### config.mk
export PLATFORM = sky130hd
export DESIGN_NAME = boot_rom
export DESIGN_NICKNAME = d
export VERILOG_FILES = /design/src/common/soc_pkg.sv /design/src/hdl/boot_rom.sv
export SDC_FILE = /design/constraint.sdc
export NUM_CORES = 1
export LEC_CHECK = 0
export ABC_AREA = 1
export BUFFER_PORTS_ARGS = -buffer_cell sky130_fd_sc_hd__buf_2
export CAP_MARGIN = 20
export CORE_AREA = 10 10 56 58
export DETAILED_ROUTE_END_ITERATION = 6
export DIE_AREA = 0 0 66 68
export GPL_ROUTABILITY_DRIVEN = 0
export PLACE_DENSITY = 0.82
export SLEW_MARGIN = 20
export SYNTH_ARGS = -nofsm -noshare
export SYNTH_HDL_FRONTEND = slang
export SYNTH_SLANG_ARGS = --single-unit
### constraint.sdc
create_clock -name clk_i -period 1 [get_ports clk_i]
set_clock_uncertainty 0.2 [all_clocks]
set_input_delay 0 -clock clk_i [delete_from_list [all_inputs] [get_ports clk_i]]
set_output_delay 0 -clock clk_i [all_outputs]
set_load 0.01 [all_outputs]
### src/common/soc_pkg.sv
package soc_pkg;

  // ----------------------------------------------------------------------
  // widths and counts
  // ----------------------------------------------------------------------
  localparam int unsigned ADDR_W     = 32;
  localparam int unsigned DATA_W     = 32;
  localparam int unsigned BE_W       = 4;
  localparam int unsigned N_MASTERS  = 2;
  localparam int unsigned MST_IDX_W  = $clog2(N_MASTERS);
  // word index wide enough for the 64 KiB CLINT window
  localparam int unsigned IDX_W      = 14;

  // ----------------------------------------------------------------------
  // address map
  // ----------------------------------------------------------------------
  localparam logic [ADDR_W-1:0] ROM_BASE   = 32'h0000_1000;
  localparam int unsigned       ROM_WORDS  = 64;
  localparam int unsigned       ROM_IDX_W  = $clog2(ROM_WORDS);
  localparam logic [ADDR_W-1:0] RAM_BASE   = 32'h8000_0000;
  localparam int unsigned       RAM_WORDS  = 256;
  localparam int unsigned       RAM_IDX_W  = $clog2(RAM_WORDS);
  localparam logic [ADDR_W-1:0] CLINT_BASE = 32'h0200_0000;
  localparam logic [ADDR_W-1:0] CLINT_SIZE = 32'h0001_0000;

  // clint register offsets
  localparam logic [15:0] MSIP_OFS        = 16'h0000;
  localparam logic [15:0] MTIMECMP_LO_OFS = 16'h4000;
  localparam logic [15:0] MTIMECMP_HI_OFS = 16'h4004;
  localparam logic [15:0] MTIME_LO_OFS    = 16'hBFF8;
  localparam logic [15:0] MTIME_HI_OFS    = 16'hBFFC;

  localparam logic [DATA_W-1:0] BOOT_MAGIC       = 32'h5A3C_96E1;
  localparam int unsigned       DBG_DELAY_CYCLES = 64;
  localparam int unsigned       DBG_CNT_W        = $clog2(DBG_DELAY_CYCLES + 1);

  // ----------------------------------------------------------------------
  // bus types
  // ----------------------------------------------------------------------
  typedef struct packed {
    logic [ADDR_W-1:0] addr;
    logic              we;
    logic [DATA_W-1:0] wdata;
    logic [BE_W-1:0]   be;
  } bus_req_t;

  typedef struct packed {
    logic [DATA_W-1:0] rdata;
    logic              err;
  } bus_rsp_t;

  typedef struct packed {
    logic              req;
    logic              we;
    logic [IDX_W-1:0]  idx;
    logic [DATA_W-1:0] wdata;
    logic [BE_W-1:0]   be;
  } slv_req_t;

  typedef enum logic [1:0] {SLV_ROM, SLV_RAM, SLV_CLINT, SLV_NONE} slave_sel_e;
  typedef enum logic {XB_IDLE, XB_RESP} xbar_state_e;

  // boot rom contents: magic xor the index in every byte
  function automatic logic [DATA_W-1:0] rom_word(input int unsigned i);
    logic [7:0] b;
    b = i[7:0];
    return BOOT_MAGIC ^ {4{b}};
  endfunction

endpackage
### src/hdl/boot_rom.sv
`timescale 1ns/1ps

module boot_rom import soc_pkg::*; (
  input  logic              clk_i,
  input  slv_req_t          req_i,
  output logic [DATA_W-1:0] rdata_o
);

  logic [DATA_W-1:0]    rom_table [ROM_WORDS];
  logic [ROM_IDX_W-1:0] ridx;

  // table filled from the shared rule
  for (genvar i = 0; i < ROM_WORDS; i++) begin : g_rom
    assign rom_table[i] = rom_word(i);
  end

  assign ridx = req_i.idx[ROM_IDX_W-1:0];

  always_ff @(posedge clk_i) begin
    if (req_i.req) begin
      rdata_o <= rom_table[ridx];
    end
  end

endmodule

==> metrics.cfg <==
[floorplanning]
die_w_um=66
initial_utilization_pct=25.67
core_area_sq_um=2106
row_count=17
die-area_sq_um=4488
fp.dieH_um=68
num_io_pins=85

[critical_path]
cp_max_fo=3
start_kind=flop
crit_family=flip-flops
critical_path.max_stage_delay_ps=400
cp_cell_sequence=buf_2
path_buf_inv=1
criticalPathCategory=reg2out
cp.arrival_ps=830
cp_data_required_time_ps=800
crit_path_end_kind=primary output
crit_path_top_delay_cell=edfxtp_1

[synth]
yosys_warnings=0
ys_ff_latch=12
synthCells=40
syn_area_per_cell_sq_um=13.51
yosysSeqAreaShare_pct=66.67
yosysUniqueCellTypes=4
synth_area_sq_um=540.5

[placed_design]
portBuffers=31
place_area_sq_um=603.1
post-dp-hpwl_um=904.3
place_inst=85
pre_cts_ws_ps=209.3

[sta]
setup_viol=10
grt_setup_unrepaired=true
setup_slack_ps=-30.25
fmax_ghz=0.9706
hold_slack_ps=-77.32
fin_tns_setup_ps=-125.0
finalCriticalPeriod_ps=1030
fin_crit_sh_pct=103.0
finalHoldViolations=12
slew_viol_final=0

[status]
violations=negative hold slack, negative setup slack
status=finished with violations

[route]
dr.pass1.iters=2
viasPerCell=3.305
ant_nets=0
finalWirelength_mm=1.088
drc=0
drt_iter0_markers=2
num_vias=314
wl_per_cell_um=11.45

[global_routing]
first_global_vias=354
grt_max_degree=13
track_usage_pct=4.783
grt-ovfl-total=0
antenna_found_initial=0
grt_pass1_wl_mm=1.662

[final_layout]
layout-drive-gt1-share_pct=50.75
area_growth_pct=27.55
top_regs=rdata_o: 12 flops
largest-register=rdata_o
diodes=0
largest_reg_flops=12
fin_cells=95
fin_area_sq_um=689.4
fin_nets=121

[clock_network]
ctsHtreeMaxLevel=1
post-cts-setup-buffer-count=0
cts.sinks=12
cts_buffers=3
cts_tree=done
clock_path_buffers=2
holdBufCountCts=6
cts_root_buffer=clkbuf_4
cts_repair_resize_count=0
clk_pin_slew_ps=70

[power]
vdd_drop_max_uv=814.4
p_leak_nw=0.3377
p_per_area_nw_per_um2=1579

[job]
drv_cap=0

[hold_path]
hp-class=in2reg

==> final timing paths <==
path,cells past startpoint,end,startpoint
max,1,rdata_o[16],rdata_o[24]
min,1,rdata_o[0],req_i[51]
==> cell usage in the layout, fill, tap and decap left out <==
master         instances
clkinv_1               1
inv_1                  6
buf_2                 31
edfxtp_1              12
dlygate4sd3_1          6
conb_1                 8
clkbuf_4               3
==> layout make-up <==
class                           count  area (sq um)
Clock buffer                        3         22.52
Clock inverter                      1         3.754
Fill cell                         225          1416
Inverter                            6         22.52
Multi-Input combinational cell      8         30.03
Sequential cell                    12         360.3
Tap cell                           28         35.03
Timing Repair Buffer               37         215.2
==> power by group <==
part / internal (mW) / total [mW] / switching (mW) / leakage [nW]
Sequential: 0.598 / 0.612 / 0.0141 / 0.117
Combinational: 0.0759 / 0.180 / 0.104 / 0.205
Clock: 0.144 / 0.297 / 0.153 / 0.0154
Total: 0.818 / 1.09 / 0.271 / 0.338
==> Yosys cell counts <==
library cell  count  share of area (%)
conb_1            2                1.4
buf_4            20                 28
edfxtp_1         12                 67
inv_1             6                4.2
==> through the flow <==
step / util (%) / power (mW)
floorplan: - / 0.7612
global placement: 28.64 / 0.7854
detailed placement: 28.64 / 0.7895
CTS: 32.74 / 1.112
global route: 32.74 / 1.151
finish: 32.74 / 1.088
==> what timing repair did <==
item / in CTS / in global routing
gates cloned: 0 / 0
setup endpoints to repair: 23 / 24
hold endpoints to repair: 24 / 12
==> cell families after synthesis <==
logic type	share of synthesized area, %
buf+inv	31.94
other cells	1.389
flops	66.67
==> routing by layer <==
metal	global-route usage, %	wire, um
met5	0	0
met4	0.7853	0
met3	5.710	208
met2	8.696	568
met1	3.025	311
Note: power is estimated with default switching activity, not from simulation.
