File: src/common/soc_pkg.sv
package soc_pkg;

  // ----------------------------------------------------------------------
  // widths and counts
  // ----------------------------------------------------------------------
  localparam int unsigned ADDR_W     = 32;
  localparam int unsigned DATA_W     = 32;
  localparam int unsigned BE_W       = 4;
  localparam int unsigned N_MASTERS  = 2;
  localparam int unsigned MST_IDX_W  = $clog2(N_MASTERS);
  // word index wide enough for the 64 KiB CLINT window
  localparam int unsigned IDX_W      = 14;

  // ----------------------------------------------------------------------
  // address map
  // ----------------------------------------------------------------------
  localparam logic [ADDR_W-1:0] ROM_BASE   = 32'h0000_1000;
  localparam int unsigned       ROM_WORDS  = 64;
  localparam int unsigned       ROM_IDX_W  = $clog2(ROM_WORDS);
  localparam logic [ADDR_W-1:0] RAM_BASE   = 32'h8000_0000;
  localparam int unsigned       RAM_WORDS  = 256;
  localparam int unsigned       RAM_IDX_W  = $clog2(RAM_WORDS);
  localparam logic [ADDR_W-1:0] CLINT_BASE = 32'h0200_0000;
  localparam logic [ADDR_W-1:0] CLINT_SIZE = 32'h0001_0000;

  // clint register offsets
  localparam logic [15:0] MSIP_OFS        = 16'h0000;
  localparam logic [15:0] MTIMECMP_LO_OFS = 16'h4000;
  localparam logic [15:0] MTIMECMP_HI_OFS = 16'h4004;
  localparam logic [15:0] MTIME_LO_OFS    = 16'hBFF8;
  localparam logic [15:0] MTIME_HI_OFS    = 16'hBFFC;

  localparam logic [DATA_W-1:0] BOOT_MAGIC       = 32'h5A3C_96E1;
  localparam int unsigned       DBG_DELAY_CYCLES = 64;
  localparam int unsigned       DBG_CNT_W        = $clog2(DBG_DELAY_CYCLES + 1);

  // ----------------------------------------------------------------------
  // bus types
  // ----------------------------------------------------------------------
  typedef struct packed {
    logic [ADDR_W-1:0] addr;
    logic              we;
    logic [DATA_W-1:0] wdata;
    logic [BE_W-1:0]   be;
  } bus_req_t;

  typedef struct packed {
    logic [DATA_W-1:0] rdata;
    logic              err;
  } bus_rsp_t;

  typedef struct packed {
    logic              req;
    logic              we;
    logic [IDX_W-1:0]  idx;
    logic [DATA_W-1:0] wdata;
    logic [BE_W-1:0]   be;
  } slv_req_t;

  typedef enum logic [1:0] {SLV_ROM, SLV_RAM, SLV_CLINT, SLV_NONE} slave_sel_e;
  typedef enum logic {XB_IDLE, XB_RESP} xbar_state_e;

  // boot rom contents: magic xor the index in every byte
  function automatic logic [DATA_W-1:0] rom_word(input int unsigned i);
    logic [7:0] b;
    b = i[7:0];
    return BOOT_MAGIC ^ {4{b}};
  endfunction

endpackage
File: src/hdl/debug_gate.sv
`timescale 1ns/1ps

module debug_gate import soc_pkg::*; (
  input  logic clk_i,
  input  logic ndmreset_n,
  input  logic debug_req_i,
  output logic debug_req_o
);

  logic [DBG_CNT_W-1:0] cnt_q;

  // window lets the boot code run before any halt request
  always_ff @(posedge clk_i or negedge ndmreset_n) begin
    if (!ndmreset_n) begin
      cnt_q <= DBG_CNT_W'(DBG_DELAY_CYCLES);
    end else if (cnt_q != '0) begin
      cnt_q <= cnt_q - 1'b1;
    end
  end

  assign debug_req_o = (cnt_q == '0) ? debug_req_i : 1'b0;

endmodule

File: config.mk
export PLATFORM = sky130hd
export DESIGN_NAME = debug_gate
export DESIGN_NICKNAME = d
export VERILOG_FILES = /design/src/common/soc_pkg.sv /design/src/hdl/debug_gate.sv
export SDC_FILE = /design/constraint.sdc
export NUM_CORES = 1
export LEC_CHECK = 0
export ABC_AREA = 1
export BUFFER_PORTS_ARGS = -buffer_cell sky130_fd_sc_hd__buf_4
export CAP_MARGIN = 10
export CORE_AREA = 2 2 39 41
export DETAILED_ROUTE_END_ITERATION = 16
export DIE_AREA = 0 0 41 43
export PLACE_DENSITY = 0.47
export SLEW_MARGIN = 20
export SYNTH_ARGS = -nofsm -noshare
export SYNTH_HDL_FRONTEND = slang
export SYNTH_SLANG_ARGS = --single-unit
File: constraint.sdc
create_clock -name clk_i -period 2.68 [get_ports clk_i]
set_input_delay 0 -clock clk_i [delete_from_list [all_inputs] [get_ports clk_i]]
set_output_delay 0 -clock clk_i [all_outputs]
set_load 0.005 [all_outputs]
==> impl_metrics.toml <==
[timing]
setup_viol = 0
period_minus_slack_ns = 1.43
fmax_ghz = 0.700
maxSlewHeadroom = 0.877
finalHoldViolations = 0
rsz0062_at_grt = "no"
layout_setup_ws_ns = 1.25
finClkSkew_ns = 0.00105
setup_tns_ns = 0
tightest_slew_ns = 0.184
slew_violations = 0
fin_crit_sh = 0.533

[clock_tree]
post-cts-setup-buffer-count = 0
cts.htree.levels = 1
cts_tree = "done"
cts.clk_slew.worst_paths_ns = 0.05
clockBufferDepth = 2
cts.sinks = 7
cts_buffers = 3
cts_root_buffer = "clkbuf_4"
insertion_delay_ns = 0.25
ctsResizeCount = 0

[critical_path]
reg2reg_from = "cnt_q[0]$_DFFE_PN0P_"
cp-start-kind = "flip-flop"
reg2reg_setup_slack_ns = 1.46
worstPathRequired_ns = 2.68
worstPathMaxFanout = 7
critPathCapture = "debug_req_o"
r2r_cells = 7
worstPathArrival_ns = 1.43
r2r-end = "cnt_q[0]$_DFFE_PN0P_"
worstSetupStartpoint = "cnt_q[0]$_DFFE_PN0P_"
criticalPathCategory = "reg -> out"
cp-end-kind = "primary output"

[power_and_ir_drop]
peakVddDrop_v = 0.000200
leakagePower_nw = 0.292
powerDensity_nw_per_um2 = 410
power.total_uw = 211

[routing]
drt_wl_total_um = 769
num_vias = 346
first_pass_iters = 4
post_drt_wl_per_cell_um = 9.27
drtAntennaViolNets = 0
vias_per_cell = 4.17
drc_errors = 0
dr.first_iter.drc_count = 6

[global_routing]
grt_use_total = 0.126
grt_max_degree = 8
grt_pass1_wl_mm = 1.37
overflow = 0
antenna_found_initial = 0
grt_pass1_vias = 340

[cells_and_area]
largest_register_ffs = 7
final_common_cell = "nand2_1"
diodes = 0
multi_input_area_um2 = 214
nets = 73
final_cell_mix = "nand2_1 (14), inv_1 (11), nor2_1 (10)"
area_delta_synth_final_pct = 18.1
top_register = "cnt_q"
reg_top3 = "cnt_q x7"
drive_gt1_frac = 0.209
fill_cells = 151
regArea_um2 = 176

[placement]
io_buffers = 3
hpwlAfterDp_um = 588
gp_congestion = 0.681
preCtsSetupSlack_ns = 1.47

[run]
max_cap_violations = 0

[synthesis]
yosys.cell_types.count = 15
ys_ff_latch = 7
yosysSeqAreaShare = 0.405
synthCells = 59
ys_warn_count = 0
syn_nets = 64
syn_area_per_cell_um2 = 7.38
synthesis.area_um2 = 435

[hold_path]
hold_path.class = "in -> async"

[floorplan]
placementRows = 14
core_region_area_um2 = 1380
die_w_um = 41
io_pins = 4
dieHeight_um = 43
dieArea_um2 = 1760
initial_core_util = 0.315

[run_status]
outcome = "complete, no violations"
[metrics by stage]
stage	hold slack, ns	cells	area (µm²)	utilization
after floorplan	-0.296	59	435	-
after global placement	-0.178	78	478	0.345
after detailed placement	-0.178	78	478	0.345
after CTS	0.0893	83	514	0.372
after global routing	0.0981	83	514	0.372
final	0.102	83	514	0.372
[cell usage after synthesis]
master / number / area (µm²)
inv_1: 11 / 41.3
nor2_2: 1 / 6.26
dfstp_2: 1 / 26.3
nor2_1: 10 / 37.5
nand2_2: 2 / 12.5
a21oi_1: 1 / 5.00
xnor2_1: 1 / 8.76
nand2_1: 14 / 52.6
ha_1: 2 / 25.0
nand3_1: 4 / 20.0
inv_2: 1 / 3.75
nor2_4: 2 / 22.5
dfrtp_1: 6 / 150
nand4_1: 2 / 12.5
nand2_4: 1 / 11.3
[repair_timing]
item                                   CTS  global route
endpoints found under the hold margin    7             0
hold buffers                             1             0
setup endpoints to repair                0             0
[layer usage]
layer | vias to the layer above | track usage | wire length (µm)
met3 | 2 | 0.0471 | 23
met4 | 0 | 0.100 | 7
met5 | - | 0 | 0
met2 | 7 | 0.163 | 367
li1 | 191 | - | -
met1 | 146 | 0.160 | 370
[cell families (layout without fill, tap and decap cells)]
group | after synthesis | in the layout | share of synthesized area
fa+ha+maj | 2 | 2 | 0.0575
xor+xnor | 1 | 1 | 0.0201
flops | 7 | 7 | 0.405
buf+inv | 12 | 20 | 0.103
compound gates | 1 | 1 | 0.0115
simple gates | 36 | 36 | 0.402
[report_power, final]
| group | internal, mW | switching, mW | leakage (nW) |
|---|---|---|---|
| Sequential | 0.106 | 0 | 0.0942 |
| Combinational | 0.00422 | 0.00333 | 0.183 |
| Clock | 0.0569 | 0.0406 | 0.0150 |
| Total | 0.167 | 0.0440 | 0.292 |
[worst max-delay path, cell delays in order, from the launching register on]
cell and delay [ns]:
dfrtp_1 0.37, inv_1 0.15, ha_1 0.17, inv_1 0.06, nor2_4 0.13, nand2_4 0.10
nor2_2 0.09, buf_4 0.11
[cell type report]
class                      count  area share
clock buffer                   4      0.0511
timing repair buffer           4      0.0633
tap                           16      0.0389
inverter                      12      0.0876
multi-input combinational     40       0.416
sequential                     7       0.343
[worst min-delay path by stage]
stage	start	slack, ns	endpoint	cells past startpoint
6_report	ndmreset_n	0.10	cnt_q[3]$_DFFE_PN0P_	2
5_1_grt	ndmreset_n	0.1	cnt_q[3]$_DFFE_PN0P_	2
4_1_cts	ndmreset_n	0.09	cnt_q[5]$_DFFE_PN0P_	2
3_5_place_dp	ndmreset_n	-0.18	cnt_q[4]$_DFFE_PN0P_	1
3_3_place_gp	ndmreset_n	-0.18	cnt_q[4]$_DFFE_PN0P_	1
2_1_floorplan	ndmreset_n	-0.30	cnt_q[0]$_DFFE_PN0P_	0
Power figures use the tool's default switching activity.
