==> config.mk <==
export PLATFORM = sky130hd
export DESIGN_NAME = clint
export DESIGN_NICKNAME = d
export VERILOG_FILES = /design/src/common/soc_pkg.sv /design/src/clint/clint.sv
export SDC_FILE = /design/constraint.sdc
export NUM_CORES = 1
export LEC_CHECK = 0
export CORE_AREA = 2 2 220 168
export DETAILED_ROUTE_END_ITERATION = 12
export DIE_AREA = 0 0 222 170
export DONT_BUFFER_PORTS = 1
export GPL_TIMING_DRIVEN = 0
export SETUP_SLACK_MARGIN = 0.1
export SYNTH_ARGS = -nofsm -noshare
export SYNTH_HDL_FRONTEND = slang
export SYNTH_SLANG_ARGS = --single-unit
==> constraint.sdc <==
create_clock -name clk_i -period 2.8 [get_ports clk_i]
set_input_delay 0.42 -clock clk_i [delete_from_list [all_inputs] [get_ports clk_i]]
set_output_delay 0.42 -clock clk_i [all_outputs]
set_load 0.02 [all_outputs]
==> src/common/soc_pkg.sv <==
package soc_pkg;

  // ----------------------------------------------------------------------
  // widths and counts
  // ----------------------------------------------------------------------
  localparam int unsigned ADDR_W     = 32;
  localparam int unsigned DATA_W     = 32;
  localparam int unsigned BE_W       = 4;
  localparam int unsigned N_MASTERS  = 2;
  localparam int unsigned MST_IDX_W  = $clog2(N_MASTERS);
  // word index wide enough for the 64 KiB CLINT window
  localparam int unsigned IDX_W      = 14;

  // ----------------------------------------------------------------------
  // address map
  // ----------------------------------------------------------------------
  localparam logic [ADDR_W-1:0] ROM_BASE   = 32'h0000_1000;
  localparam int unsigned       ROM_WORDS  = 64;
  localparam int unsigned       ROM_IDX_W  = $clog2(ROM_WORDS);
  localparam logic [ADDR_W-1:0] RAM_BASE   = 32'h8000_0000;
  localparam int unsigned       RAM_WORDS  = 256;
  localparam int unsigned       RAM_IDX_W  = $clog2(RAM_WORDS);
  localparam logic [ADDR_W-1:0] CLINT_BASE = 32'h0200_0000;
  localparam logic [ADDR_W-1:0] CLINT_SIZE = 32'h0001_0000;

  // clint register offsets
  localparam logic [15:0] MSIP_OFS        = 16'h0000;
  localparam logic [15:0] MTIMECMP_LO_OFS = 16'h4000;
  localparam logic [15:0] MTIMECMP_HI_OFS = 16'h4004;
  localparam logic [15:0] MTIME_LO_OFS    = 16'hBFF8;
  localparam logic [15:0] MTIME_HI_OFS    = 16'hBFFC;

  localparam logic [DATA_W-1:0] BOOT_MAGIC       = 32'h5A3C_96E1;
  localparam int unsigned       DBG_DELAY_CYCLES = 64;
  localparam int unsigned       DBG_CNT_W        = $clog2(DBG_DELAY_CYCLES + 1);

  // ----------------------------------------------------------------------
  // bus types
  // ----------------------------------------------------------------------
  typedef struct packed {
    logic [ADDR_W-1:0] addr;
    logic              we;
    logic [DATA_W-1:0] wdata;
    logic [BE_W-1:0]   be;
  } bus_req_t;

  typedef struct packed {
    logic [DATA_W-1:0] rdata;
    logic              err;
  } bus_rsp_t;

  typedef struct packed {
    logic              req;
    logic              we;
    logic [IDX_W-1:0]  idx;
    logic [DATA_W-1:0] wdata;
    logic [BE_W-1:0]   be;
  } slv_req_t;

  typedef enum logic [1:0] {SLV_ROM, SLV_RAM, SLV_CLINT, SLV_NONE} slave_sel_e;
  typedef enum logic {XB_IDLE, XB_RESP} xbar_state_e;

  // boot rom contents: magic xor the index in every byte
  function automatic logic [DATA_W-1:0] rom_word(input int unsigned i);
    logic [7:0] b;
    b = i[7:0];
    return BOOT_MAGIC ^ {4{b}};
  endfunction

endpackage
==> src/clint/clint.sv <==
`timescale 1ns/1ps

module clint import soc_pkg::*; (
  input  logic              clk_i,
  input  logic              ndmreset_n,
  input  logic              rtc_i,
  input  slv_req_t          req_i,
  output logic [DATA_W-1:0] rdata_o,
  output logic              timer_irq_o,
  output logic              ipi_o
);

  logic [1:0]  rtc_sync_q;
  logic        rtc_prev_q;
  logic        rtc_rise;
  logic        half_q;
  logic        tick;
  logic [63:0] mtime_q;
  logic [63:0] mtimecmp_q;
  logic        msip_q;
  logic        timer_irq_q;
  logic [15:0] ofs;
  logic        wr_en;

  function automatic logic [DATA_W-1:0] merge(input logic [DATA_W-1:0] old_w,
                                              input logic [DATA_W-1:0] new_w,
                                              input logic [BE_W-1:0]   be);
    logic [DATA_W-1:0] res;
    res = old_w;
    for (int b = 0; b < BE_W; b++) begin
      if (be[b]) begin
        res[8*b +: 8] = new_w[8*b +: 8];
      end
    end
    return res;
  endfunction

  // ----------------------------------------------------------------------
  // rtc sync and divide by two
  // ----------------------------------------------------------------------
  assign rtc_rise = rtc_sync_q[1] & ~rtc_prev_q;
  // count only every second rising edge
  assign tick     = rtc_rise & half_q;

  always_ff @(posedge clk_i or negedge ndmreset_n) begin
    if (!ndmreset_n) begin
      rtc_sync_q <= '0;
      rtc_prev_q <= 1'b0;
      half_q     <= 1'b0;
    end else begin
      rtc_sync_q <= {rtc_sync_q[0], rtc_i};
      rtc_prev_q <= rtc_sync_q[1];
      if (rtc_rise) begin
        half_q <= ~half_q;
      end
    end
  end

  // ----------------------------------------------------------------------
  // registers
  // ----------------------------------------------------------------------
  assign ofs   = {req_i.idx, 2'b00};
  assign wr_en = req_i.req & req_i.we;

  always_ff @(posedge clk_i or negedge ndmreset_n) begin
    if (!ndmreset_n) begin
      mtime_q    <= '0;
      mtimecmp_q <= '1;
      msip_q     <= 1'b0;
    end else begin
      if (tick) begin
        mtime_q <= mtime_q + 64'd1;
      end
      // bus writes take priority over the tick
      if (wr_en) begin
        case (ofs)
          MSIP_OFS:        if (req_i.be[0]) msip_q <= req_i.wdata[0];
          MTIMECMP_LO_OFS: mtimecmp_q[31:0]  <= merge(mtimecmp_q[31:0], req_i.wdata, req_i.be);
          MTIMECMP_HI_OFS: mtimecmp_q[63:32] <= merge(mtimecmp_q[63:32], req_i.wdata, req_i.be);
          MTIME_LO_OFS:    mtime_q[31:0]     <= merge(mtime_q[31:0], req_i.wdata, req_i.be);
          MTIME_HI_OFS:    mtime_q[63:32]    <= merge(mtime_q[63:32], req_i.wdata, req_i.be);
          default: ;
        endcase
      end
    end
  end

  always_ff @(posedge clk_i) begin
    if (req_i.req) begin
      case (ofs)
        MSIP_OFS:        rdata_o <= {31'b0, msip_q};
        MTIMECMP_LO_OFS: rdata_o <= mtimecmp_q[31:0];
        MTIMECMP_HI_OFS: rdata_o <= mtimecmp_q[63:32];
        MTIME_LO_OFS:    rdata_o <= mtime_q[31:0];
        MTIME_HI_OFS:    rdata_o <= mtime_q[63:32];
        default:         rdata_o <= '0;
      endcase
    end
  end

  // interrupts
  always_ff @(posedge clk_i or negedge ndmreset_n) begin
    if (!ndmreset_n) begin
      timer_irq_q <= 1'b0;
    end else begin
      timer_irq_q <= (mtime_q >= mtimecmp_q);
    end
  end

  assign timer_irq_o = timer_irq_q;
  assign ipi_o       = msip_q;

endmodule

==> run_results.csv <==
group,metric,value,unit
outcome,status,"complete, but fails checks",
outcome,violations,"negative hold slack",
clock_network,cts_buffer_depth,2,
worst_setup_path,path_max_fanout,3,
worst_setup_path,crit_required,3.09,ns
clock_network,insertion_delay,0.46,ns
routing,drt_iter0_drc,923,
global_routing,grt_pass1_wl,52100,µm
logic_synthesis,synth_top_cell_by_area,"dfrtp_1",
clock_network,htree_levels,4,
final_layout,stdcell_count,1527,
min_path,hold_class,"in2async",
logic_synthesis,synth.area.top_cells,"dfrtp_1 (17%), dfstp_2 (17%), edfxtp_1 (9.5%)",
logic_synthesis,yosysMostFrequentCell,"inv_1",
sta,hold_ws,-0.347,ns
die,io_pins,89,
worst_setup_path,cp-startpoint,"mtimecmp_q[2]",
sta,tns,0,ns
clock_network,cts_root_buffer,"clkbuf_16",
die,die_w,222,µm
die,fp.dieH,170,µm
logic_synthesis,synth_top_area_share,0.172,
placement,dpl.hpwl,25200,µm
routing,via_per_inst,5.61,
sta,period_minus_slack,2.64,ns
placement,port_buffers,0,
routing,wl_per_cell,22.7,µm
routing,num_vias,8573,
worst_setup_path,timing.critical_path.from_type,"flop",
worst_setup_path,endpoint_kind,"flop",
routing,drc,0,
run,drv_cap,0,
placement,placed_cells,1493,
global_routing,grt.overflow.total,0,
placement,place_area,10700,µm²
power_and_ir_drop,finalPower,0.00542,W
clock_network,hold_buffers,1,
power_and_ir_drop,powerDensity,476,nW/µm²
die,initial_utilization,0.286,
final_layout,diodes,0,
logic_synthesis,synth_area,10200,µm²
routing,firstDrtPassIters,5,
worst_setup_path,worst-setup-path-type,"reg2reg",
final_layout,fin_area,11400,µm²
sta,rsz0062_at_grt,"true",
logic_synthesis,synth.distinct_cells,63,
final_layout,syn_to_final_growth,12.0,%
logic_synthesis,ys_seq_area_frac,0.432,
logic_synthesis,synth.cells.most_frequent,"inv_1 (78), nand2_1 (77), nor2_1 (74)",
routing,ant_nets,0,
global_routing,grt_max_degree,135,
logic_synthesis,syn_avg_cell_area,9.89,µm²
sta,skew,0.0140,ns
final_layout,fin_util,0.321,
power_and_ir_drop,vdd_drop_max,311,µV
logic_synthesis,synth-edff-count,32,
logic_synthesis,synth_nets,1148,
worst_setup_path,critPathTopFamily,"compound AO/OA/AOI/OAI gates",
global_routing,antenna_found_initial,0,
final_layout,final_nets,1169,
worst_setup_path,slowest_stage,"dfstp_2",
global_routing,track_usage,0.186,
final_layout,drive_gt1_frac,0.189,
power_and_ir_drop,power.leakage,4.36,nW
sta,finalSetupViolCount,0,
clock_network,cts_made_buffers,17,
routing,drt_wl_total,34600,µm
global_routing,grt_pass1_vias,8182,
logic_synthesis,ys_ff_latch,166,
worst_setup_path,crit_arrival,2.93,ns
worst_setup_path,cp_cell_sequence,"inv_1, ha_1, a211oi_1, o21ai_0, a21oi_2, o21ai_0, a32oi_1, o21ai_0",
sta,finalCritPeriodShare,0.942,
sta,fmax,0.379,GHz
die,dieArea,37700,µm²
logic_synthesis,yosys_most_used_dff,"dfrtp_1",
worst_setup_path,reg2reg_slack,0.16,ns
sta,worst_pin_slew,0.904,ns
sta,relSlewSlack,0.397,
worst_setup_path,cpMostUsedCell,"o21ai_0",
placement,gp_congestion,0.951,
logic_synthesis,yosysWarnings,0,
worst_setup_path,cp_slowest_stage_delay,0.55,ns
worst_setup_path,cp_num_buf_inv,1,
worst_setup_path,regToRegStartpoint,"mtimecmp_q[2]",
die,core.rowCount,60,
logic_synthesis,netlist_instances,1028,
sta,maxSlewViolCount,0,
sta,hold_violations,134,
clock_network,cts_tree,"yes",
die,core,35500,µm²
clock_network,clkTransAtPathRegs,0.07,ns
logic_synthesis,synth-async-reset-ratio,0.807,
clock_network,clock-sinks,166,
==> kinds of logic (layout without fill, tap and decap cells) <==
kind of cell	count (synthesis)	count (layout)	share of synthesized area
AND/OR/NAND/NOR	296	296	0.147
buffers and inverters	119	153	0.0468
AO/OA/AOI/OAI	249	249	0.156
adder cells (fa/ha/maj)	65	65	0.0800
flip-flops	166	166	0.432
multiplexers	128	128	0.134
XOR/XNOR	5	5	0.00431
==> layer usage <==
layer	part of all wire	GRT usage	vias to the layer above	wire length, µm
met5	0	0	-	0
met1	0.47	0.275	4228	16200
met2	0.40	0.253	435	13700
met3	0.12	0.0698	29	4310
met4	0.012	0.0408	0	425
li1	-	-	3881	-
==> layout make-up <==
cell class | count | area [µm²]
plain buffers | 41 | 183
clock inverters | 13 | 123
clock buffers | 19 | 443
multi-input cells | 743 | 5350
repair buffers | 2 | 17.5
inverters | 78 | 293
fillers | 3654 | 24100
flip-flops and latches | 166 | 4390
well taps | 465 | 582
==> sequential cells by signal, indices dropped and copies added, names as in the netlist <==
register / flops
half_q: 1
ipi_o: 1
mtime_q: 64
mtimecmp_q: 64
rdata_o: 32
rtc_prev_q: 1
rtc_sync_q: 2
timer_irq_o: 1
==> path summary, 6_finish.rpt <==
path                                  endpoint  cells after the start
worst max-delay path               timer_irq_o                      8
worst min-delay path               mtime_q[25]                      0
worst max register to register     timer_irq_o                      8
worst min register to register   rtc_sync_q[1]                      0
max in group asynchronous       mtimecmp_q[42]                      0
min in group clk_i                  rdata_o[8]                      0
==> where the power goes <==
part | leakage (nW) | switching (W) | internal (W) | total, W
clock | 0.266 | 0.00108 | 0.00125 | 0.00234
combinational | 2.34 | 0.000231 | 0.000166 | 0.000397
sequential | 1.76 | 0.000138 | 0.00255 | 0.00268
total | 4.36 | 0.00145 | 0.00397 | 0.00542
==> per-stage QoR <==
step / hold WS [ns] / worst slack [ns]
floorplan: 0.124 / 0.664
global placement: 0.138 / -0.299
detailed placement: 0.135 / -0.352
CTS: -0.365 / 0.134
global route: -0.372 / 0.0846
finish: -0.347 / 0.163
==> cells in the final DEF, fill, tap and decap left out, types with 18 or more instances in the layout <==
cell type,count
inv_1,78
nand2_1,77
nor2_1,72
a21oi_1,72
dfrtp_1,70
mux2i_1,65
ha_1,65
dfstp_2,64
mux2_2,63
o21ai_0,48
o22ai_1,42
edfxtp_1,32
nand3_1,31
clkbuf_1,25
a211oi_1,24
nand4_1,21
nor3_1,18
==> what timing repair did <==
action | in CTS | in global routing
pin swaps | 0 | 1
endpoints found under the hold margin | 135 | 134
endpoints found under the setup margin | 2 | 44
resized for setup | 1 | 9
setup buffers | 0 | 1
==> worst reg2reg max path: cells and delay by family, from the launching register on <==
| family | cells | cell delay, ns |
|---|---|---|
| flops | 1 | 0.55 |
| fa+ha+maj | 1 | 0.28 |
| compound gates | 6 | 1.60 |
| buf+inv | 1 | 0.04 |
Power figures use the tool's default switching activity.
