===== src/common/soc_pkg.sv =====
package soc_pkg;

  // ----------------------------------------------------------------------
  // widths and counts
  // ----------------------------------------------------------------------
  localparam int unsigned ADDR_W     = 32;
  localparam int unsigned DATA_W     = 32;
  localparam int unsigned BE_W       = 4;
  localparam int unsigned N_MASTERS  = 2;
  localparam int unsigned MST_IDX_W  = $clog2(N_MASTERS);
  // word index wide enough for the 64 KiB CLINT window
  localparam int unsigned IDX_W      = 14;

  // ----------------------------------------------------------------------
  // address map
  // ----------------------------------------------------------------------
  localparam logic [ADDR_W-1:0] ROM_BASE   = 32'h0000_1000;
  localparam int unsigned       ROM_WORDS  = 64;
  localparam int unsigned       ROM_IDX_W  = $clog2(ROM_WORDS);
  localparam logic [ADDR_W-1:0] RAM_BASE   = 32'h8000_0000;
  localparam int unsigned       RAM_WORDS  = 256;
  localparam int unsigned       RAM_IDX_W  = $clog2(RAM_WORDS);
  localparam logic [ADDR_W-1:0] CLINT_BASE = 32'h0200_0000;
  localparam logic [ADDR_W-1:0] CLINT_SIZE = 32'h0001_0000;

  // clint register offsets
  localparam logic [15:0] MSIP_OFS        = 16'h0000;
  localparam logic [15:0] MTIMECMP_LO_OFS = 16'h4000;
  localparam logic [15:0] MTIMECMP_HI_OFS = 16'h4004;
  localparam logic [15:0] MTIME_LO_OFS    = 16'hBFF8;
  localparam logic [15:0] MTIME_HI_OFS    = 16'hBFFC;

  localparam logic [DATA_W-1:0] BOOT_MAGIC       = 32'h5A3C_96E1;
  localparam int unsigned       DBG_DELAY_CYCLES = 64;
  localparam int unsigned       DBG_CNT_W        = $clog2(DBG_DELAY_CYCLES + 1);

  // ----------------------------------------------------------------------
  // bus types
  // ----------------------------------------------------------------------
  typedef struct packed {
    logic [ADDR_W-1:0] addr;
    logic              we;
    logic [DATA_W-1:0] wdata;
    logic [BE_W-1:0]   be;
  } bus_req_t;

  typedef struct packed {
    logic [DATA_W-1:0] rdata;
    logic              err;
  } bus_rsp_t;

  typedef struct packed {
    logic              req;
    logic              we;
    logic [IDX_W-1:0]  idx;
    logic [DATA_W-1:0] wdata;
    logic [BE_W-1:0]   be;
  } slv_req_t;

  typedef enum logic [1:0] {SLV_ROM, SLV_RAM, SLV_CLINT, SLV_NONE} slave_sel_e;
  typedef enum logic {XB_IDLE, XB_RESP} xbar_state_e;

  // boot rom contents: magic xor the index in every byte
  function automatic logic [DATA_W-1:0] rom_word(input int unsigned i);
    logic [7:0] b;
    b = i[7:0];
    return BOOT_MAGIC ^ {4{b}};
  endfunction

endpackage

===== src/xbar/bus_xbar.sv =====
`timescale 1ns/1ps

module bus_xbar import soc_pkg::*; (
  input  logic                           clk_i,
  input  logic                           ndmreset_n,
  input  logic     [N_MASTERS-1:0]       mst_req_valid_i,
  input  bus_req_t [N_MASTERS-1:0]       mst_req_i,
  output logic     [N_MASTERS-1:0]       mst_req_ready_o,
  output logic     [N_MASTERS-1:0]       mst_rsp_valid_o,
  output bus_rsp_t [N_MASTERS-1:0]       mst_rsp_o,
  input  logic     [N_MASTERS-1:0]       mst_rsp_ready_i,
  output slv_req_t                       rom_req_o,
  output slv_req_t                       ram_req_o,
  output slv_req_t                       clint_req_o,
  input  logic     [DATA_W-1:0]          rom_rdata_i,
  input  logic     [DATA_W-1:0]          ram_rdata_i,
  input  logic     [DATA_W-1:0]          clint_rdata_i
);

  xbar_state_e          state_q, state_d;
  logic [N_MASTERS-1:0] gnt;
  logic [N_MASTERS-1:0] owner_q;
  slave_sel_e           sel, sel_q;
  bus_req_t             greq;
  bus_rsp_t             rsp;
  logic                 accept;
  logic                 rsp_done;

  function automatic logic in_range(input logic [ADDR_W-1:0] addr,
                                    input logic [ADDR_W-1:0] base,
                                    input logic [ADDR_W-1:0] size);
    return (addr >= base) && ((addr - base) < size);
  endfunction

  function automatic slv_req_t mk_req(input logic hit, input bus_req_t r,
                                      input logic [ADDR_W-1:0] base);
    slv_req_t          s;
    logic [ADDR_W-1:0] ofs;
    ofs     = r.addr - base;
    s.req   = hit;
    s.we    = r.we;
    s.idx   = ofs[IDX_W+1:2];
    s.wdata = r.wdata;
    s.be    = r.be;
    return s;
  endfunction

  bus_arbiter i_arbiter (
    .clk_i      ( clk_i           ),
    .ndmreset_n ( ndmreset_n      ),
    .req_i      ( mst_req_valid_i ),
    .accept_i   ( accept          ),
    .gnt_o      ( gnt             )
  );

  // ----------------------------------------------------------------------
  // request side
  // ----------------------------------------------------------------------
  assign accept          = (state_q == XB_IDLE) && (|gnt);
  assign mst_req_ready_o = (state_q == XB_IDLE) ? gnt : '0;

  always_comb begin
    greq = '0;
    for (int k = 0; k < N_MASTERS; k++) begin
      if (gnt[k]) begin
        greq = mst_req_i[k];
      end
    end
  end

  // rom is read only, writes fall through to the error path
  always_comb begin
    if (in_range(greq.addr, ROM_BASE, ROM_WORDS * 4)) begin
      sel = greq.we ? SLV_NONE : SLV_ROM;
    end else if (in_range(greq.addr, RAM_BASE, RAM_WORDS * 4)) begin
      sel = SLV_RAM;
    end else if (in_range(greq.addr, CLINT_BASE, CLINT_SIZE)) begin
      sel = SLV_CLINT;
    end else begin
      sel = SLV_NONE;
    end
  end

  assign rom_req_o   = mk_req(accept && (sel == SLV_ROM), greq, ROM_BASE);
  assign ram_req_o   = mk_req(accept && (sel == SLV_RAM), greq, RAM_BASE);
  assign clint_req_o = mk_req(accept && (sel == SLV_CLINT), greq, CLINT_BASE);

  // ----------------------------------------------------------------------
  // response side
  // ----------------------------------------------------------------------
  assign rsp_done = (state_q == XB_RESP) && (|(owner_q & mst_rsp_ready_i));

  always_comb begin
    state_d = state_q;
    unique case (state_q)
      XB_IDLE: if (accept) state_d = XB_RESP;
      XB_RESP: if (rsp_done) state_d = XB_IDLE;
      default: state_d = XB_IDLE;
    endcase
  end

  always_ff @(posedge clk_i or negedge ndmreset_n) begin
    if (!ndmreset_n) begin
      state_q <= XB_IDLE;
      owner_q <= '0;
      sel_q   <= SLV_NONE;
    end else begin
      state_q <= state_d;
      if (accept) begin
        owner_q <= gnt;
        sel_q   <= sel;
      end
    end
  end

  // slaves hold their read word until the next request
  always_comb begin
    rsp.err = (sel_q == SLV_NONE);
    unique case (sel_q)
      SLV_ROM:   rsp.rdata = rom_rdata_i;
      SLV_RAM:   rsp.rdata = ram_rdata_i;
      SLV_CLINT: rsp.rdata = clint_rdata_i;
      default:   rsp.rdata = '0;
    endcase
  end

  assign mst_rsp_valid_o = (state_q == XB_RESP) ? owner_q : '0;
  assign mst_rsp_o       = {N_MASTERS{rsp}};

endmodule


===== src/xbar/bus_arbiter.sv =====
`timescale 1ns/1ps

module bus_arbiter import soc_pkg::*; (
  input  logic                 clk_i,
  input  logic                 ndmreset_n,
  input  logic [N_MASTERS-1:0] req_i,
  input  logic                 accept_i,
  output logic [N_MASTERS-1:0] gnt_o
);

  logic [MST_IDX_W-1:0] last_q;
  logic [MST_IDX_W-1:0] gnt_idx;

  // search starts one past the last winner
  always_comb begin
    int unsigned cand;
    logic        found;
    gnt_o   = '0;
    gnt_idx = last_q;
    found   = 1'b0;
    for (int unsigned k = 1; k <= N_MASTERS; k++) begin
      cand = (int'(last_q) + k) % N_MASTERS;
      if (!found && req_i[cand]) begin
        gnt_o[cand] = 1'b1;
        gnt_idx     = MST_IDX_W'(cand);
        found       = 1'b1;
      end
    end
  end

  // master 0 counts as last granted out of reset
  always_ff @(posedge clk_i or negedge ndmreset_n) begin
    if (!ndmreset_n) begin
      last_q <= '0;
    end else if (accept_i) begin
      last_q <= gnt_idx;
    end
  end

endmodule


===== config.mk =====
export PLATFORM = sky130hd
export DESIGN_NAME = bus_xbar
export DESIGN_NICKNAME = d
export VERILOG_FILES = /design/src/common/soc_pkg.sv /design/src/xbar/bus_xbar.sv /design/src/xbar/bus_arbiter.sv
export SDC_FILE = /design/constraint.sdc
export NUM_CORES = 1
export LEC_CHECK = 0
export ABC_AREA = 1
export BUFFER_PORTS_ARGS = -buffer_cell sky130_fd_sc_hd__buf_2
export CORE_AREA = 8 8 176 178
export CTS_CLUSTER_DIAMETER = 50
export DETAILED_ROUTE_END_ITERATION = 8
export DIE_AREA = 0 0 184 186
export GPL_TIMING_DRIVEN = 0
export HOLD_SLACK_MARGIN = 0.1
export PLACE_DENSITY = 0.46
export SYNTH_ARGS = -nofsm -noshare
export SYNTH_HDL_FRONTEND = slang
export SYNTH_SLANG_ARGS = --single-unit
export TNS_END_PERCENT = 20

===== constraint.sdc =====
create_clock -name clk_i -period 2.9 [get_ports clk_i]
set_input_delay 0.145 -clock clk_i [delete_from_list [all_inputs] [get_ports clk_i]]
set_output_delay 0.145 -clock clk_i [all_outputs]
set_load 0.01 [all_outputs]

==> key figures <==
Synth
  – Area leader, netlist: buf_4
  – Synth warn: 0
  – Post-synth EDFFs: 0
  – Top cells by area, synth: buf_4 (28%), nand2_1 (13%), a22o_1 (11%)
  – Top cells by count, synth: buf_4 (131), nand2_1 (122), inv_1 (66)
  – Netlist Area Pre-Place: 3560 um^2
  – Post-synth top flop: dfrtp_1
  – Number of synthesized register bits: 6
  – Syn Area/Cell: 5.97 um^2
  – Ys async rst share: 1.00
  – Seq/Total Area, Yosys: 0.0429
  – Most frequent cell after synthesis: buf_4
  – Syn Inst Count: 597
  – Syn Nets: 842
  – Share of the synthesized area in the top cell type: 0.276
  – Yosys cell types: 35

Clock network
  – Buffer depth of the longest clock path: 2
  – CTS buffer count: 3
  – H-tree levels: 1
  – Clock transition at the registers of the reported paths: 0.03 ns
  – Clock Sinks: 6
  – Clock Latency Late Sink: 0.23 ns
  – CTS tree: yes
  – CTS root buffer: clkbuf_16

GRT
  – First-pass GRT wire length: 36.7 mm
  – Initial antenna violation count: 2
  – Vias in the first global route: 5747
  – Largest net degree at the start of global routing: 11
  – GR Util All Layers: 0.141
  – GRT overflow: 0

Final layout
  – Layout cells sized above 1: 0.664
  – Area growth syn-to-layout: 97.8%
  – Filler Cell Count: 3338
  – Layout net count: 1341
  – Design area: 7040 um^2

Route
  – Vias: 5633
  – Initial DRC Count: 191
  – Drc violations: 0
  – Avg WL per Cell: 18.2 um
  – First drt pass iteration count: 4
  – Via density: 3.81
  – WL final: 27.0 mm
  – Routed Antenna Nets: 0

Worst setup path
  – Kind of critical path: flop to output port
  – Type of destination of the critical path: output port
  – Reg2reg path depth: 20
  – Critical path peak fanout: 3
  – Critical Path RT: 2.76 ns
  – CP Launch Type: flop
  – Worst Path Arrival: 2.84 ns

Die
  – Die Area: 34200 um^2
  – Die Ht: 186 um
  – Initial core utilization: 0.126
  – Core Rows: 62
  – Core Region: 28200 um^2
  – IO Count: 466
  – Die Wd: 184 um

Power
  – IR drop worst, VDD: 0.426 mV
  – P_leak: 4.15 nW
  – PD cells: 695 nW/um^2

STA
  – Final setup viols: 3
  – Slew headroom: 0.632
  – Worst slew pin tran: 0.552 ns
  – Min Tclk post-route: 2.99 ns
  – Final period util: 1.03
  – Worst Skew: 0.000333 ns
  – Setup WS post-layout: -0.0896 ns
  – Fin. max-slew vios: 0
  – Max frequency: 0.334 GHz
  – Post-Route Setup TNS: -0.229 ns
  – RSZ-0062 raised after global routing: true
  – Count of final hold-check violations: 0

Placed design
  – Routability congestion estimate: 0.909
  – Post-DP Area: 6370 um^2
  – HPWL Detailed: 24.1 mm
  – PortBufs: 465
  – Post-Place Setup Slack: -0.463 ns

Hold path
  – Hold path cells: 4
  – Hold Path Class: primary input to flop

Flow run
  – Max-cap violation count: 0

Run status
  – Failing checks: negative setup slack
  – Outcome: finished, violations left
-- placed cells by master (no fill, tap or decap), drive strengths merged --
cell type	n
o21ai	14
o211ai	31
or2	1
nor3	2
nand3	60
clkbuf	21
a22o	43
inv	68
o22ai	1
dfstp	2
xnor2	2
nand3b	1
nand2	141
a31oi	1
nor2	48
diode	1
ha	5
nor4	1
buf	635
dlygate4sd3	1
xor2	4
dfrtp	4
nand4	5
nor4b	1
a21oi	3
-- final cells by class --
cell class,count,area [um^2],area share
Antenna cell,1,2.50,0.000355
Buffer,159,1140,0.162
Clock buffer,4,78.8,0.0112
Inverter,68,255,0.0362
Multi-Input combinational cell,364,2360,0.335
Sequential cell,6,154,0.0218
Tap cell,384,480,0.0682
Timing Repair Buffer,494,2570,0.365
-- worst max-delay path, stage by stage, from the launching register on --
cell     delay, ns
dfrtp_2       0.43
a21oi_4       0.25
buf_8         0.13
nand2_1       0.08
o21ai_4       0.10
inv_2         0.09
ha_4          0.18
nand3_2       0.09
nor2_1        0.05
nand2_1       0.11
nand3_2       0.10
nand3_1       0.09
nand3_1       0.09
nor2_2        0.16
nand4_1       0.20
nand2_2       0.17
nand2_2       0.06
nor2_1        0.08
buf_4         0.13
-- timing repair --
action | 4_1_cts | 5_1_grt
gates cloned | 0 | 0
hold buffers | 1 | 0
pin swaps | 21 | 31
endpoints found under the hold margin | 6 | 0
setup buffers | 21 | 8
endpoints found under the setup margin | 90 | 7
gates resized for setup | 42 | 54
-- path summary, 6_finish.rpt --
kind	start	to	slack, ns
min in group asynchronous	ndmreset_n	owner_q[0]	0.28
hold / removal	mst_rsp_ready_i[0]	state_q	0.18
hold reg to reg	owner_q[0]	owner_q[0]	0.51
max in group asynchronous	ndmreset_n	sel_q[0]	2.39
setup / recovery	i_arbiter.last_q	ram_req_o[51]	-0.09
setup reg to reg	i_arbiter.last_q	sel_q[1]	0.02
-- kinds of logic after synthesis --
| group | count (synthesis) | synth area share |
|---|---|---|
| AO/OA/AOI/OAI | 93 | 0.204 |
| XOR/XNOR | 6 | 0.0148 |
| flip-flops | 6 | 0.0429 |
| buffers and inverters | 227 | 0.386 |
| adder cells (fa/ha/maj) | 5 | 0.0176 |
| AND/OR/NAND/NOR | 260 | 0.335 |
-- power by group --
part,total (W),switching (W),internal (W)
Sequential,0.000188,0.0000482,0.000139
Clock,0.000231,0.0000487,0.000183
Combinational,0.00448,0.00250,0.00198
Total,0.00490,0.00260,0.00230
-- flip-flops by register name, summed over array words and instances, names as in the netlist --
register,cells
i_arbiter.last_q,1
owner_q,2
sel_q,2
state_q,1
-- metrics by stage --
| step | cells | total power, W | hold WS (ns) | utilization |
|---|---|---|---|---|
| finish | 1480 | 0.00490 | 0.185 | 0.249 |
| global route | 1479 | 0.00531 | 0.212 | 0.249 |
| CTS | 1471 | 0.00483 | 0.185 | 0.240 |
| detailed placement | 1446 | 0.00440 | -0.0157 | 0.226 |
| global placement | 1446 | 0.00442 | -0.0174 | 0.226 |
| floorplan | 597 | 0.00263 | -0.151 | - |
-- metal layers --
layer | GRT usage | share of wire | vias up
met5 | 0 | 0.00048 | -
met4 | 0.0265 | 0.019 | 2
met3 | 0.0283 | 0.070 | 21
met2 | 0.262 | 0.52 | 247
met1 | 0.166 | 0.40 | 2532
li1 | - | - | 2831
Power figures use the tool's default switching activity.
